===== src/cnn_pkg.sv =====
`default_nettype none

package cnn_pkg;

	// Output channels computed side by side
	localparam int N_LANE = 4;

	// Q8.8 fixed point for data and weights
	localparam int FRAC_BITS = 8;

	localparam int LANE_IDX_W = $clog2(N_LANE);

	// Steps of the restoring divider used by average pool
	localparam int DIV_STEPS = 32;

	typedef logic signed [15:0] data_t;
	typedef logic signed [31:0] acc_t;
	typedef logic [7:0] count_t;
	typedef logic [29:0] addr_t;

	localparam data_t DATA_MAX = data_t'(16'h7fff);
	localparam data_t DATA_MIN = data_t'(16'h8000);

	// Same operation codes as the host register map
	typedef enum logic [2:0] {
		OP_CONV    = 3'd1,
		OP_MAXPOOL = 3'd4,
		OP_AVGPOOL = 3'd5
	} op_e;

	typedef struct packed {
		op_e    op;
		count_t len;
		addr_t  base;
	} cmd_t;

	// One window element, a data word plus one weight per channel
	typedef struct packed {
		data_t                  data;
		data_t [N_LANE-1:0]     weight;
	} elem_t;

	typedef struct packed {
		logic               valid;
		logic               first;
		logic               last;
		op_e                op;
		data_t              data;
		data_t [N_LANE-1:0] weight;
	} lane_ctl_t;

	typedef struct packed {
		logic valid;
		acc_t total;
	} lane_res_t;

	typedef struct packed {
		addr_t addr;
		data_t data;
	} wr_t;

endpackage

`default_nettype wire


===== src/engine_ctrl.sv =====
`timescale 1ns/1ps
`default_nettype none

module engine_ctrl (
	input  wire                 clk,
	input  wire                 i_arst_n,
	input  wire                 i_cmd_valid,
	input  wire cnn_pkg::cmd_t  i_cmd,
	input  wire                 i_elem_valid,
	input  wire cnn_pkg::elem_t i_elem,
	input  wire                 i_done,
	output logic                o_busy,
	output cnn_pkg::lane_ctl_t  o_lane_ctl,
	output cnn_pkg::cmd_t       o_cmd
);

	import cnn_pkg::*;

	typedef enum logic [1:0] {
		IDLE,
		RUN,
		WAIT_DRAIN
	} state_e;

	state_e state;
	cmd_t   cmd_q;
	count_t cnt;
	count_t cnt_inc;

	logic   cmd_take;
	logic   elem_take;
	logic   elem_last;

	logic               ctl_valid;
	logic               ctl_first;
	logic               ctl_last;
	data_t              ctl_data;
	data_t [N_LANE-1:0] ctl_weight;

	assign cnt_inc = cnt + count_t'(1);

	// Zero length windows never start
	assign cmd_take  = (state == IDLE) && i_cmd_valid && (i_cmd.len != '0);
	assign elem_take = (state == RUN) && i_elem_valid;
	assign elem_last = (cnt_inc == cmd_q.len);

	always_ff @(posedge clk or negedge i_arst_n) begin
		if (!i_arst_n) begin
			state     <= IDLE;
			cnt       <= '0;
			ctl_valid <= 1'b0;
		end else begin
			ctl_valid <= elem_take;
			case (state)
				IDLE: begin
					if (cmd_take) begin
						cnt   <= '0;
						state <= RUN;
					end
				end
				RUN: begin
					if (elem_take) begin
						cnt <= cnt_inc;
						if (elem_last)
							state <= WAIT_DRAIN;
					end
				end
				WAIT_DRAIN: begin
					if (i_done)
						state <= IDLE;
				end
				default: state <= IDLE;
			endcase
		end
	end

	// Command and element payload
	always_ff @(posedge clk) begin
		if (cmd_take)
			cmd_q <= i_cmd;
		if (elem_take) begin
			ctl_first  <= (cnt == '0);
			ctl_last   <= elem_last;
			ctl_data   <= i_elem.data;
			ctl_weight <= i_elem.weight;
		end
	end

	assign o_busy = (state != IDLE);
	assign o_cmd  = cmd_q;

	always_comb begin
		o_lane_ctl.valid  = ctl_valid;
		o_lane_ctl.first  = ctl_first;
		o_lane_ctl.last   = ctl_last;
		o_lane_ctl.op     = cmd_q.op;
		o_lane_ctl.data   = ctl_data;
		o_lane_ctl.weight = ctl_weight;
	end

endmodule

`default_nettype wire


===== src/pe_lane.sv =====
`timescale 1ns/1ps
`default_nettype none

module pe_lane (
	input  wire                     clk,
	input  wire                     i_arst_n,
	input  wire cnn_pkg::lane_ctl_t i_ctl,
	input  wire cnn_pkg::data_t     i_weight,
	output cnn_pkg::lane_res_t      o_res
);

	import cnn_pkg::*;

	acc_t acc;
	acc_t acc_next;
	acc_t prod;
	acc_t data_ext;
	logic res_valid;

	// Full 32 bit Q16.16 product
	assign prod     = acc_t'(i_ctl.data) * acc_t'(i_weight);
	assign data_ext = acc_t'(i_ctl.data);

	always_comb begin
		acc_next = acc;
		case (i_ctl.op)
			OP_CONV: begin
				if (i_ctl.first)
					acc_next = prod;
				else
					acc_next = acc + prod;
			end
			OP_MAXPOOL: begin
				if (i_ctl.first || (data_ext > acc))
					acc_next = data_ext;
			end
			OP_AVGPOOL: begin
				if (i_ctl.first)
					acc_next = data_ext;
				else
					acc_next = acc + data_ext;
			end
			default: acc_next = acc;
		endcase
	end

	always_ff @(posedge clk or negedge i_arst_n) begin
		if (!i_arst_n)
			res_valid <= 1'b0;
		else
			res_valid <= i_ctl.valid && i_ctl.last;
	end

	always_ff @(posedge clk) begin
		if (i_ctl.valid)
			acc <= acc_next;
	end

	// Total is ready in the cycle after the last element
	always_comb begin
		o_res.valid = res_valid;
		o_res.total = acc;
	end

endmodule

`default_nettype wire


===== src/result_drain.sv =====
`timescale 1ns/1ps
`default_nettype none

module result_drain (
	input  wire                     clk,
	input  wire                     i_arst_n,
	input  wire cnn_pkg::cmd_t      i_cmd,
	input  wire cnn_pkg::lane_res_t i_res [cnn_pkg::N_LANE],
	output logic                    o_wr_valid,
	output cnn_pkg::wr_t            o_wr,
	output logic                    o_done
);

	import cnn_pkg::*;

	typedef enum logic [1:0] {
		IDLE,
		EMIT,
		DIVIDE
	} state_e;

	state_e                state;
	acc_t                  tot [N_LANE];
	logic [LANE_IDX_W-1:0] idx;
	logic [5:0]            div_cnt;

	logic                  res_valid;
	logic                  last_lane;
	logic                  div_end;
	logic                  wr_fire;

	acc_t                  cur;
	acc_t                  shifted;
	data_t                 sat_data;
	data_t                 div_data;

	// Divider datapath
	logic [31:0]           quo;
	logic [7:0]            rem;
	logic                  neg;
	logic [8:0]            rem_sh;
	logic [8:0]            trial;

	always_comb begin
		res_valid = 1'b0;
		for (int i = 0; i < N_LANE; i++)
			res_valid = res_valid | i_res[i].valid;
	end

	assign cur       = tot[idx];
	assign last_lane = (idx == LANE_IDX_W'(N_LANE - 1));
	assign div_end   = (div_cnt == 6'(DIV_STEPS + 1));
	assign wr_fire   = (state == EMIT) || ((state == DIVIDE) && div_end);

	// Q16.16 back to Q8.8, floor rounding then clamp
	assign shifted = cur >>> FRAC_BITS;

	always_comb begin
		if (shifted > acc_t'(DATA_MAX))
			sat_data = DATA_MAX;
		else if (shifted < acc_t'(DATA_MIN))
			sat_data = DATA_MIN;
		else
			sat_data = shifted[15:0];
	end

	assign div_data = neg ? data_t'(-quo) : data_t'(quo);

	assign rem_sh = {rem, quo[31]};
	assign trial  = rem_sh - {1'b0, i_cmd.len};

	always_ff @(posedge clk or negedge i_arst_n) begin
		if (!i_arst_n) begin
			state   <= IDLE;
			idx     <= '0;
			div_cnt <= '0;
		end else begin
			case (state)
				IDLE: begin
					if (res_valid) begin
						idx     <= '0;
						div_cnt <= '0;
						state   <= (i_cmd.op == OP_AVGPOOL) ? DIVIDE : EMIT;
					end
				end
				EMIT: begin
					idx <= idx + 1'b1;
					if (last_lane)
						state <= IDLE;
				end
				DIVIDE: begin
					if (div_end) begin
						div_cnt <= '0;
						idx     <= idx + 1'b1;
						if (last_lane)
							state <= IDLE;
					end else begin
						div_cnt <= div_cnt + 1'b1;
					end
				end
				default: state <= IDLE;
			endcase
		end
	end

	always_ff @(posedge clk) begin
		if ((state == IDLE) && res_valid) begin
			for (int i = 0; i < N_LANE; i++)
				tot[i] <= i_res[i].total;
		end
		if (state == DIVIDE) begin
			if (div_cnt == '0) begin
				// Divide the magnitude, sign goes back on at the end
				neg <= cur[31];
				quo <= cur[31] ? 32'(-cur) : 32'(cur);
				rem <= '0;
			end else if (!div_end) begin
				if (!trial[8]) begin
					rem <= trial[7:0];
					quo <= {quo[30:0], 1'b1};
				end else begin
					rem <= rem_sh[7:0];
					quo <= {quo[30:0], 1'b0};
				end
			end
		end
	end

	always_comb begin
		o_wr_valid = wr_fire;
		o_done     = wr_fire && last_lane;
		o_wr.addr  = i_cmd.base + addr_t'(idx);
		if (state == DIVIDE)
			o_wr.data = div_data;
		else if (i_cmd.op == OP_CONV)
			o_wr.data = sat_data;
		else
			o_wr.data = cur[15:0];
	end

endmodule

`default_nettype wire


===== src/cnn_engine.sv =====
`timescale 1ns/1ps
`default_nettype none

module cnn_engine (
	input  wire                 clk,
	input  wire                 i_arst_n,
	input  wire                 i_cmd_valid,
	input  wire cnn_pkg::cmd_t  i_cmd,
	input  wire                 i_elem_valid,
	input  wire cnn_pkg::elem_t i_elem,
	output logic                o_busy,
	output logic                o_wr_valid,
	output cnn_pkg::wr_t        o_wr,
	output logic                o_done
);

	import cnn_pkg::*;

	cmd_t      cmd_q;
	lane_ctl_t lane_ctl;
	lane_res_t lane_res [N_LANE];
	logic      drain_done;

	engine_ctrl u_ctrl (
		.clk          (clk),
		.i_arst_n     (i_arst_n),
		.i_cmd_valid  (i_cmd_valid),
		.i_cmd        (i_cmd),
		.i_elem_valid (i_elem_valid),
		.i_elem       (i_elem),
		.i_done       (drain_done),
		.o_busy       (o_busy),
		.o_lane_ctl   (lane_ctl),
		.o_cmd        (cmd_q)
	);

	// One lane per output channel, each picks its own weight
	for (genvar g = 0; g < N_LANE; g++) begin : g_lane
		pe_lane u_lane (
			.clk      (clk),
			.i_arst_n (i_arst_n),
			.i_ctl    (lane_ctl),
			.i_weight (lane_ctl.weight[g]),
			.o_res    (lane_res[g])
		);
	end

	result_drain u_drain (
		.clk        (clk),
		.i_arst_n   (i_arst_n),
		.i_cmd      (cmd_q),
		.i_res      (lane_res),
		.o_wr_valid (o_wr_valid),
		.o_wr       (o_wr),
		.o_done     (drain_done)
	);

	assign o_done = drain_done;

endmodule

`default_nettype wire


===== config.mk =====
export PLATFORM = sky130hd
export DESIGN_NAME = cnn_engine
export DESIGN_NICKNAME = d
export VERILOG_FILES = /design/src/cnn_pkg.sv /design/src/engine_ctrl.sv /design/src/pe_lane.sv /design/src/result_drain.sv /design/src/cnn_engine.sv
export SDC_FILE = /design/constraint.sdc
export NUM_CORES = 2
export LEC_CHECK = 0
export BUFFER_PORTS_ARGS = -buffer_cell sky130_fd_sc_hd__buf_2
export CAP_MARGIN = 20
export CORE_MARGIN = 5
export CORE_UTILIZATION = 45
export DETAILED_ROUTE_END_ITERATION = 12
export GPL_TIMING_DRIVEN = 0
export HOLD_SLACK_MARGIN = 0.03
export PLACE_DENSITY = 0.68
export SYNTH_ARGS = -nofsm -noshare
export SYNTH_HDL_FRONTEND = slang
export SYNTH_HIERARCHICAL = 1
export SYNTH_SLANG_ARGS = --single-unit

===== constraint.sdc =====
create_clock -name clk -period 13.2 [get_ports clk]
set_input_delay 1.98 -clock clk [delete_from_list [all_inputs] [get_ports clk]]
set_output_delay 1.98 -clock clk [all_outputs]
set_load 0.005 [all_outputs]

* Word-level counts from Yosys, hierarchy flattened *
Memories as Yosys holds them, arrays and structs flattened.
Index checks and enable logic that the tools add are counted.

word-level totals
  bits of input ports = 125
  word-level logic and storage cells = 152
  latch bits = 0
  output and inout port bits = 49
  memory bits (writable) = 128
  memory bits (read-only) = 0
  memories = 1
  register bits = 314

cells by class
  div/mod/pow operators = 0
  bitwise logic cells = 0
  multipliers = 4
  magnitude comparators = 6
  add/sub/neg operators = 15
  eq/ne operators = 21
  reduce and logical (&&, ||, !) cells = 33
  shifts and indexed selects = 0
  multiplexer cells = 48

memory list
  name         words  bits a word  read ports  clocked after Yosys merged registers in  write ports  RTL line            source
  u_drain.tot  4      32           1           0                                        4            result_drain.sv:23  acc_t tot [N_LANE];

operators with widths
  operator                number
  $mux W32                15
  $pmux W32 S3            4
  $add A32 B16 Y32        4
  $add A32 B32 Y32        4
  $gt A16 B32 Y1          4
  $mul A16 B16 Y32        4
  $mux W16                5
  $mux W8                 4
  $neg A32 Y32            1
  $add A30 B2 Y30         1
  $gt A24 B16 Y1 const B  1
  $lt A24 B16 Y1 const B  1
  $mux W2                 10
  $pmux W2 S3             3
  $reduce_and A3 Y1       6
  $ne A2 B1 Y1 const B    8
  $neg A16 Y16            1
  $pmux W8 S2             1
  $mux W6                 2
  $pmux W6 S2             1
  $sub A9 B8 Y9           1
  $add A8 B1 Y8 const B   1
  $eq A8 B8 Y1            1
  $logic_not A8 Y1        1
  other kinds (18)        43

* Longest topological paths before layout *
  word-level depth = 6
  mapped depth = 37
  depth with buffers taken out = 36

* Cells and area by module *
Netlist, hierarchy kept.

modules (own cells, without submodules)
  module                      area an instance (um2)  cells each  instances  sequential area each (um2)
  pe_lane (g_lane[3].u_lane)  15,666.3                1,827       1          985.9
  pe_lane (g_lane[0].u_lane)  15,526.1                1,830       1          985.9
  pe_lane (g_lane[1].u_lane)  15,469.8                1,823       1          985.9
  pe_lane (g_lane[2].u_lane)  15,372.2                1,804       1          985.9
  result_drain                9,250.1                 731         1          5,325.1
  engine_ctrl                 4,556.9                 227         1          3,968.8

* Worst setup path before layout *
No wires, ideal clock.

  path type = register to register
  from = register u_ctrl.ctl_data[15]
  to = register g_lane[0].u_lane.acc[31], data pin
  library setup time = 271 ps
  clock period less this slack = 10,615 ps
  cell stages (with the launch flop) = 34
  data arrival time = 10,344 ps
  slack = 2,585 ps
  required time = 12,929 ps
  path through = edfxtp_1 clkbuf_1 clkbuf_1 nand2_1 inv_1 fa_1 inv_1 fa_1 inv_1 fa_1 fa_1 fa_1 inv_1 fa_1 inv_1 ha_1 and3_1 a32oi_1 o21ai_1 or2_1 a21o_1 a21oi_1 xnor2_1 ha_1 a21o_1 a21o_1 a21o_1 nand2_1 nand2_1 o31a_1 o21a_1 nor3_1 xnor2_1 o22ai_1

between the ends
  longest elaborated chain between the ends = 4

ends and longest elaborated chain
  what                               RTL line           source
  from (decl)                        engine_ctrl.sv:37  data_t ctl_data;
  from (signal assigned)             engine_ctrl.sv:84  ctl_data <= i_elem.data;
  $mul A16 B16 Y32                   pe_lane.sv:21      assign prod = acc_t'(i_ctl.data) * acc_t'(i_weight);
  $add A32 B32 Y32                   pe_lane.sv:31      acc_next = acc + prod;
  $mux W32                           pe_lane.sv:28      if (i_ctl.first)
  $pmux W32 S3 (*)                   pe_lane.sv:26      case (i_ctl.op)
  net g_lane[0].u_lane.acc_next[31]  pe_lane.sv:15      acc_t acc_next;
  to (signal assigned)               pe_lane.sv:56      acc <= acc_next;
  to (decl)                          pe_lane.sv:14      acc_t acc;

Mark *: on every way through the listed nets, which the timed path passes. The rest lies on a longest branch. The select of a mux whose other input is x is not followed.
A chain may end at the register's enable or synchronous reset.

* Final worst setup path *
  from = register u_ctrl.ctl_data[15]
  to = register g_lane[1].u_lane.acc[29], data pin

between the ends
  longest elaborated chain between the ends = 4

ends and longest elaborated chain
  what                               RTL line
  $mul A16 B16 Y32                   pe_lane.sv:21
  $add A32 B32 Y32                   pe_lane.sv:31
  $mux W32                           pe_lane.sv:28
  $pmux W32 S3 (*)                   pe_lane.sv:26
  net g_lane[1].u_lane.acc_next[29]  pe_lane.sv:15
  to (signal assigned)               pe_lane.sv:56
  to (decl)                          pe_lane.sv:14

Marks and branches as above.

==> out/metrics.cfg <==
[outcome]
status = complete, no violations

[timing]
finClkSkew_ns = 0.0546
clock.fmax_mhz = 96.8
final_hold_viol_count = 0
setup_tns_ns = 0
setup_viol = 0
period_minus_slack_ns = 10.33
rsz0062_at_grt = no
maxSlewViolCount = 0
worstMarginPinSlew_ns = 1.13
post-route-period-util_pct = 78.3
slew_headroom_pct = 24.6

[floorplan]
io_pins = 174
start_util_pct = 45.3
die-area_sq_um = 177000
rows = 150
die_h_um = 421
die_w_um = 421
design.core.area_sq_um = 167000

[placed_design]
io_buffers = 173
place.gp.congestion = 0.957
place_area_sq_um = 81100
dp.cells = 10700
post-dp-hpwl_um = 186000

[cts]
clock-sinks = 445
htreeDepth = 2
hold_buffers = 0
cts_inserted_buffers = 60
tritoncts = done
post-cts-setup-buffer-count = 0
cts_buffer_depth = 3
cts_resized = 0
cts-root-buf = clkbuf_16
clk_latency_ns = 0.74
clk_pin_slew_ns = 0.06

[synth]
synth_ff_type = edfxtp_1
yosys-top-cells-area = fa_1 (28%), edfxtp_1 (17%), ha_1 (12%)
synthCells = 8242
yosysSeqAreaShare_pct = 17.5
synth-edff-count = 420
synthDistinctLibCells = 110
postSynthAreaPerCell_sq_um = 9.20
synth.top_cell.area_share_pct = 27.9
syn_area_sq_um = 75800
synth-async-reset-ratio_pct = 5.62
yosysTopAreaCell = fa_1
syn-num-nets = 10200
synth_seq_cells = 445
synth_warnings = 6

[worst_setup_path]
cp_slowest_cell = o41ai_1
cp-end-kind = register
cp.required_ns = 13.61
cp.arrival_ns = 10.75
critPathKind = register to register
cp_max_fo = 25
critPathMaxStageDelay_ns = 0.64
cp_common_cell = fa_1
cp-start-kind = register

[drt]
drc = 0
num_vias = 60100
ant_nets = 0
drtPass1Iterations = 6
via_per_inst = 5.57
post_drt_wl_per_cell_um = 20.9
routed_wl_um = 225000
first_iter_violations = 4847

[global_route]
grt_first_pass_wirelength_um = 353000
grt_max_degree = 52
antenna_found_initial = 7
grt_pass1_vias = 62300
grt_overflow = 0
grt_usage_pct = 25.5

[cells_and_area]
final_common_cell = inv_1
synthToLayoutAreaGrowth_pct = 10.0
num-nets-final = 10500
seqCellArea_sq_um = 13200
final_cell_mix = inv_1 (1547), fa_1 (1058), nand2_1 (758)
final_area_sq_um = 83400
multi_input_area_sq_um = 55700
drive_gt1_share_pct = 5.60
fillers = 15500
fin_cells = 10800

[run]
maxCapViolations = 0

[hold_path]
hold_class = register to register

synth_stat cells (38+ instances only):
library cell and count:
nand2_1 758, ha_1 734, nand2b_1 77, fa_1 1058
nor3_1 77, a31oi_1 46, a211oi_1 82, xnor2_1 312
and2_1 528, inv_1 1549, clkbuf_1 229, o31ai_1 38
edfxtp_1 420, o211ai_1 41, a21oi_1 437, o21bai_1 60
nor2_1 434, o21a_1 46, xor2_1 123, nand4_1 54
nor2b_1 66, a21o_1 126, nand3_1 64, o21ai_0 280
path summary, 6_finish.rpt:
kind                                           from                  endpoint  slack, ns  cells past startpoint
max in group asynchronous                  i_arst_n          u_drain/state[0]      11.56                      1
worst max-delay path            u_ctrl/ctl_data[15]  g_lane[1].u_lane/acc[29]       2.87                     34
worst min register to register      u_drain/quo[22]           u_drain/quo[23]       0.53                      2
worst max register to register  u_ctrl/ctl_data[15]  g_lane[1].u_lane/acc[29]       2.87                     34
min in group asynchronous                  i_arst_n             u_ctrl/cnt[4]       1.25                      1
worst min-delay path                u_drain/quo[22]           u_drain/quo[23]       0.53                      2
through the flow:
| stage | util (%) | setup WS, ns | hold WS [ns] |
|---|---|---|---|
| after floorplan | - | 2.58 | 0.451 |
| after global placement | 47.5 | -0.467 | 0.501 |
| after detailed placement | 48.5 | 2.93 | 0.516 |
| after CTS | 49.8 | 2.84 | 0.535 |
| after global routing | 49.8 | 2.30 | 0.552 |
| final | 49.8 | 2.87 | 0.534 |
layer usage:
metal / vias to the layer above / global-route usage (%) / share of wire, %
li1: 27500 / - / -
met1: 30000 / 35.3 / 43
met2: 2204 / 41.0 / 45
met3: 407 / 4.03 / 7.7
met4: 4 / 8.63 / 3.8
met5: - / 0 / 0.012
sequential cells by signal (all words and copies together), names as in the netlist:
| name | cells |
|---|---|
| u_ctrl/state | 2 |
| g_lane.u_lane/acc | 128 |
| u_ctrl/ctl_last | 1 |
| u_drain/rem | 8 |
| g_lane.u_lane/res_valid | 4 |
| u_ctrl/cnt | 8 |
| u_drain/idx | 2 |
| u_drain/quo | 32 |
| u_drain/tot | 128 |
| u_drain/state | 2 |
| u_ctrl/ctl_data | 16 |
| u_drain/neg | 1 |
| u_ctrl/ctl_first | 1 |
| u_drain/div_cnt | 6 |
| u_ctrl/o_lane_ctl | 64 |
| u_ctrl/ctl_valid | 1 |
| u_ctrl/o_cmd | 41 |
cells by family (layout without fill, tap and decap cells):
| group | count (synthesis) | in the layout | share of synthesized area (%) |
|---|---|---|---|
| AOI/OAI and AO/OA | 1447 | 1447 | 12.4 |
| xor gates and xnor gates | 436 | 436 | 5.05 |
| adders and majority gates | 1792 | 1792 | 40.0 |
| buffers and inverters | 1818 | 2168 | 9.12 |
| DFF | 445 | 445 | 17.5 |
| muxes | 69 | 69 | 1.46 |
| other | 0 | 4 | 0 |
| and+or+nand+nor | 2235 | 2235 | 14.5 |
layout make-up:
class | instances | area share [%]
inverter | 1553 | 6.99
sequential | 445 | 15.9
clock inverter | 44 | 0.828
tap | 2204 | 3.31
antenna | 4 | 0.0120
buffer | 265 | 1.31
clock buffer | 69 | 1.89
timing repair buffer | 237 | 2.98
multi-input combinational | 5979 | 66.8
worst max-delay path: cells and delay by family, from the launching register on:
family | cells | cell delay, ns
AOI/OAI and AO/OA | 11 | 2.98
xor gates and xnor gates | 2 | 0.42
adders and majority gates | 8 | 3.61
buffers and inverters | 9 | 1.90
DFF | 1 | 0.60
and+or+nand+nor | 4 | 0.46
Power is left out: the tool's default activity adds up to more than one toggle a clock period on the data nets, which glitch-free logic cannot reach.
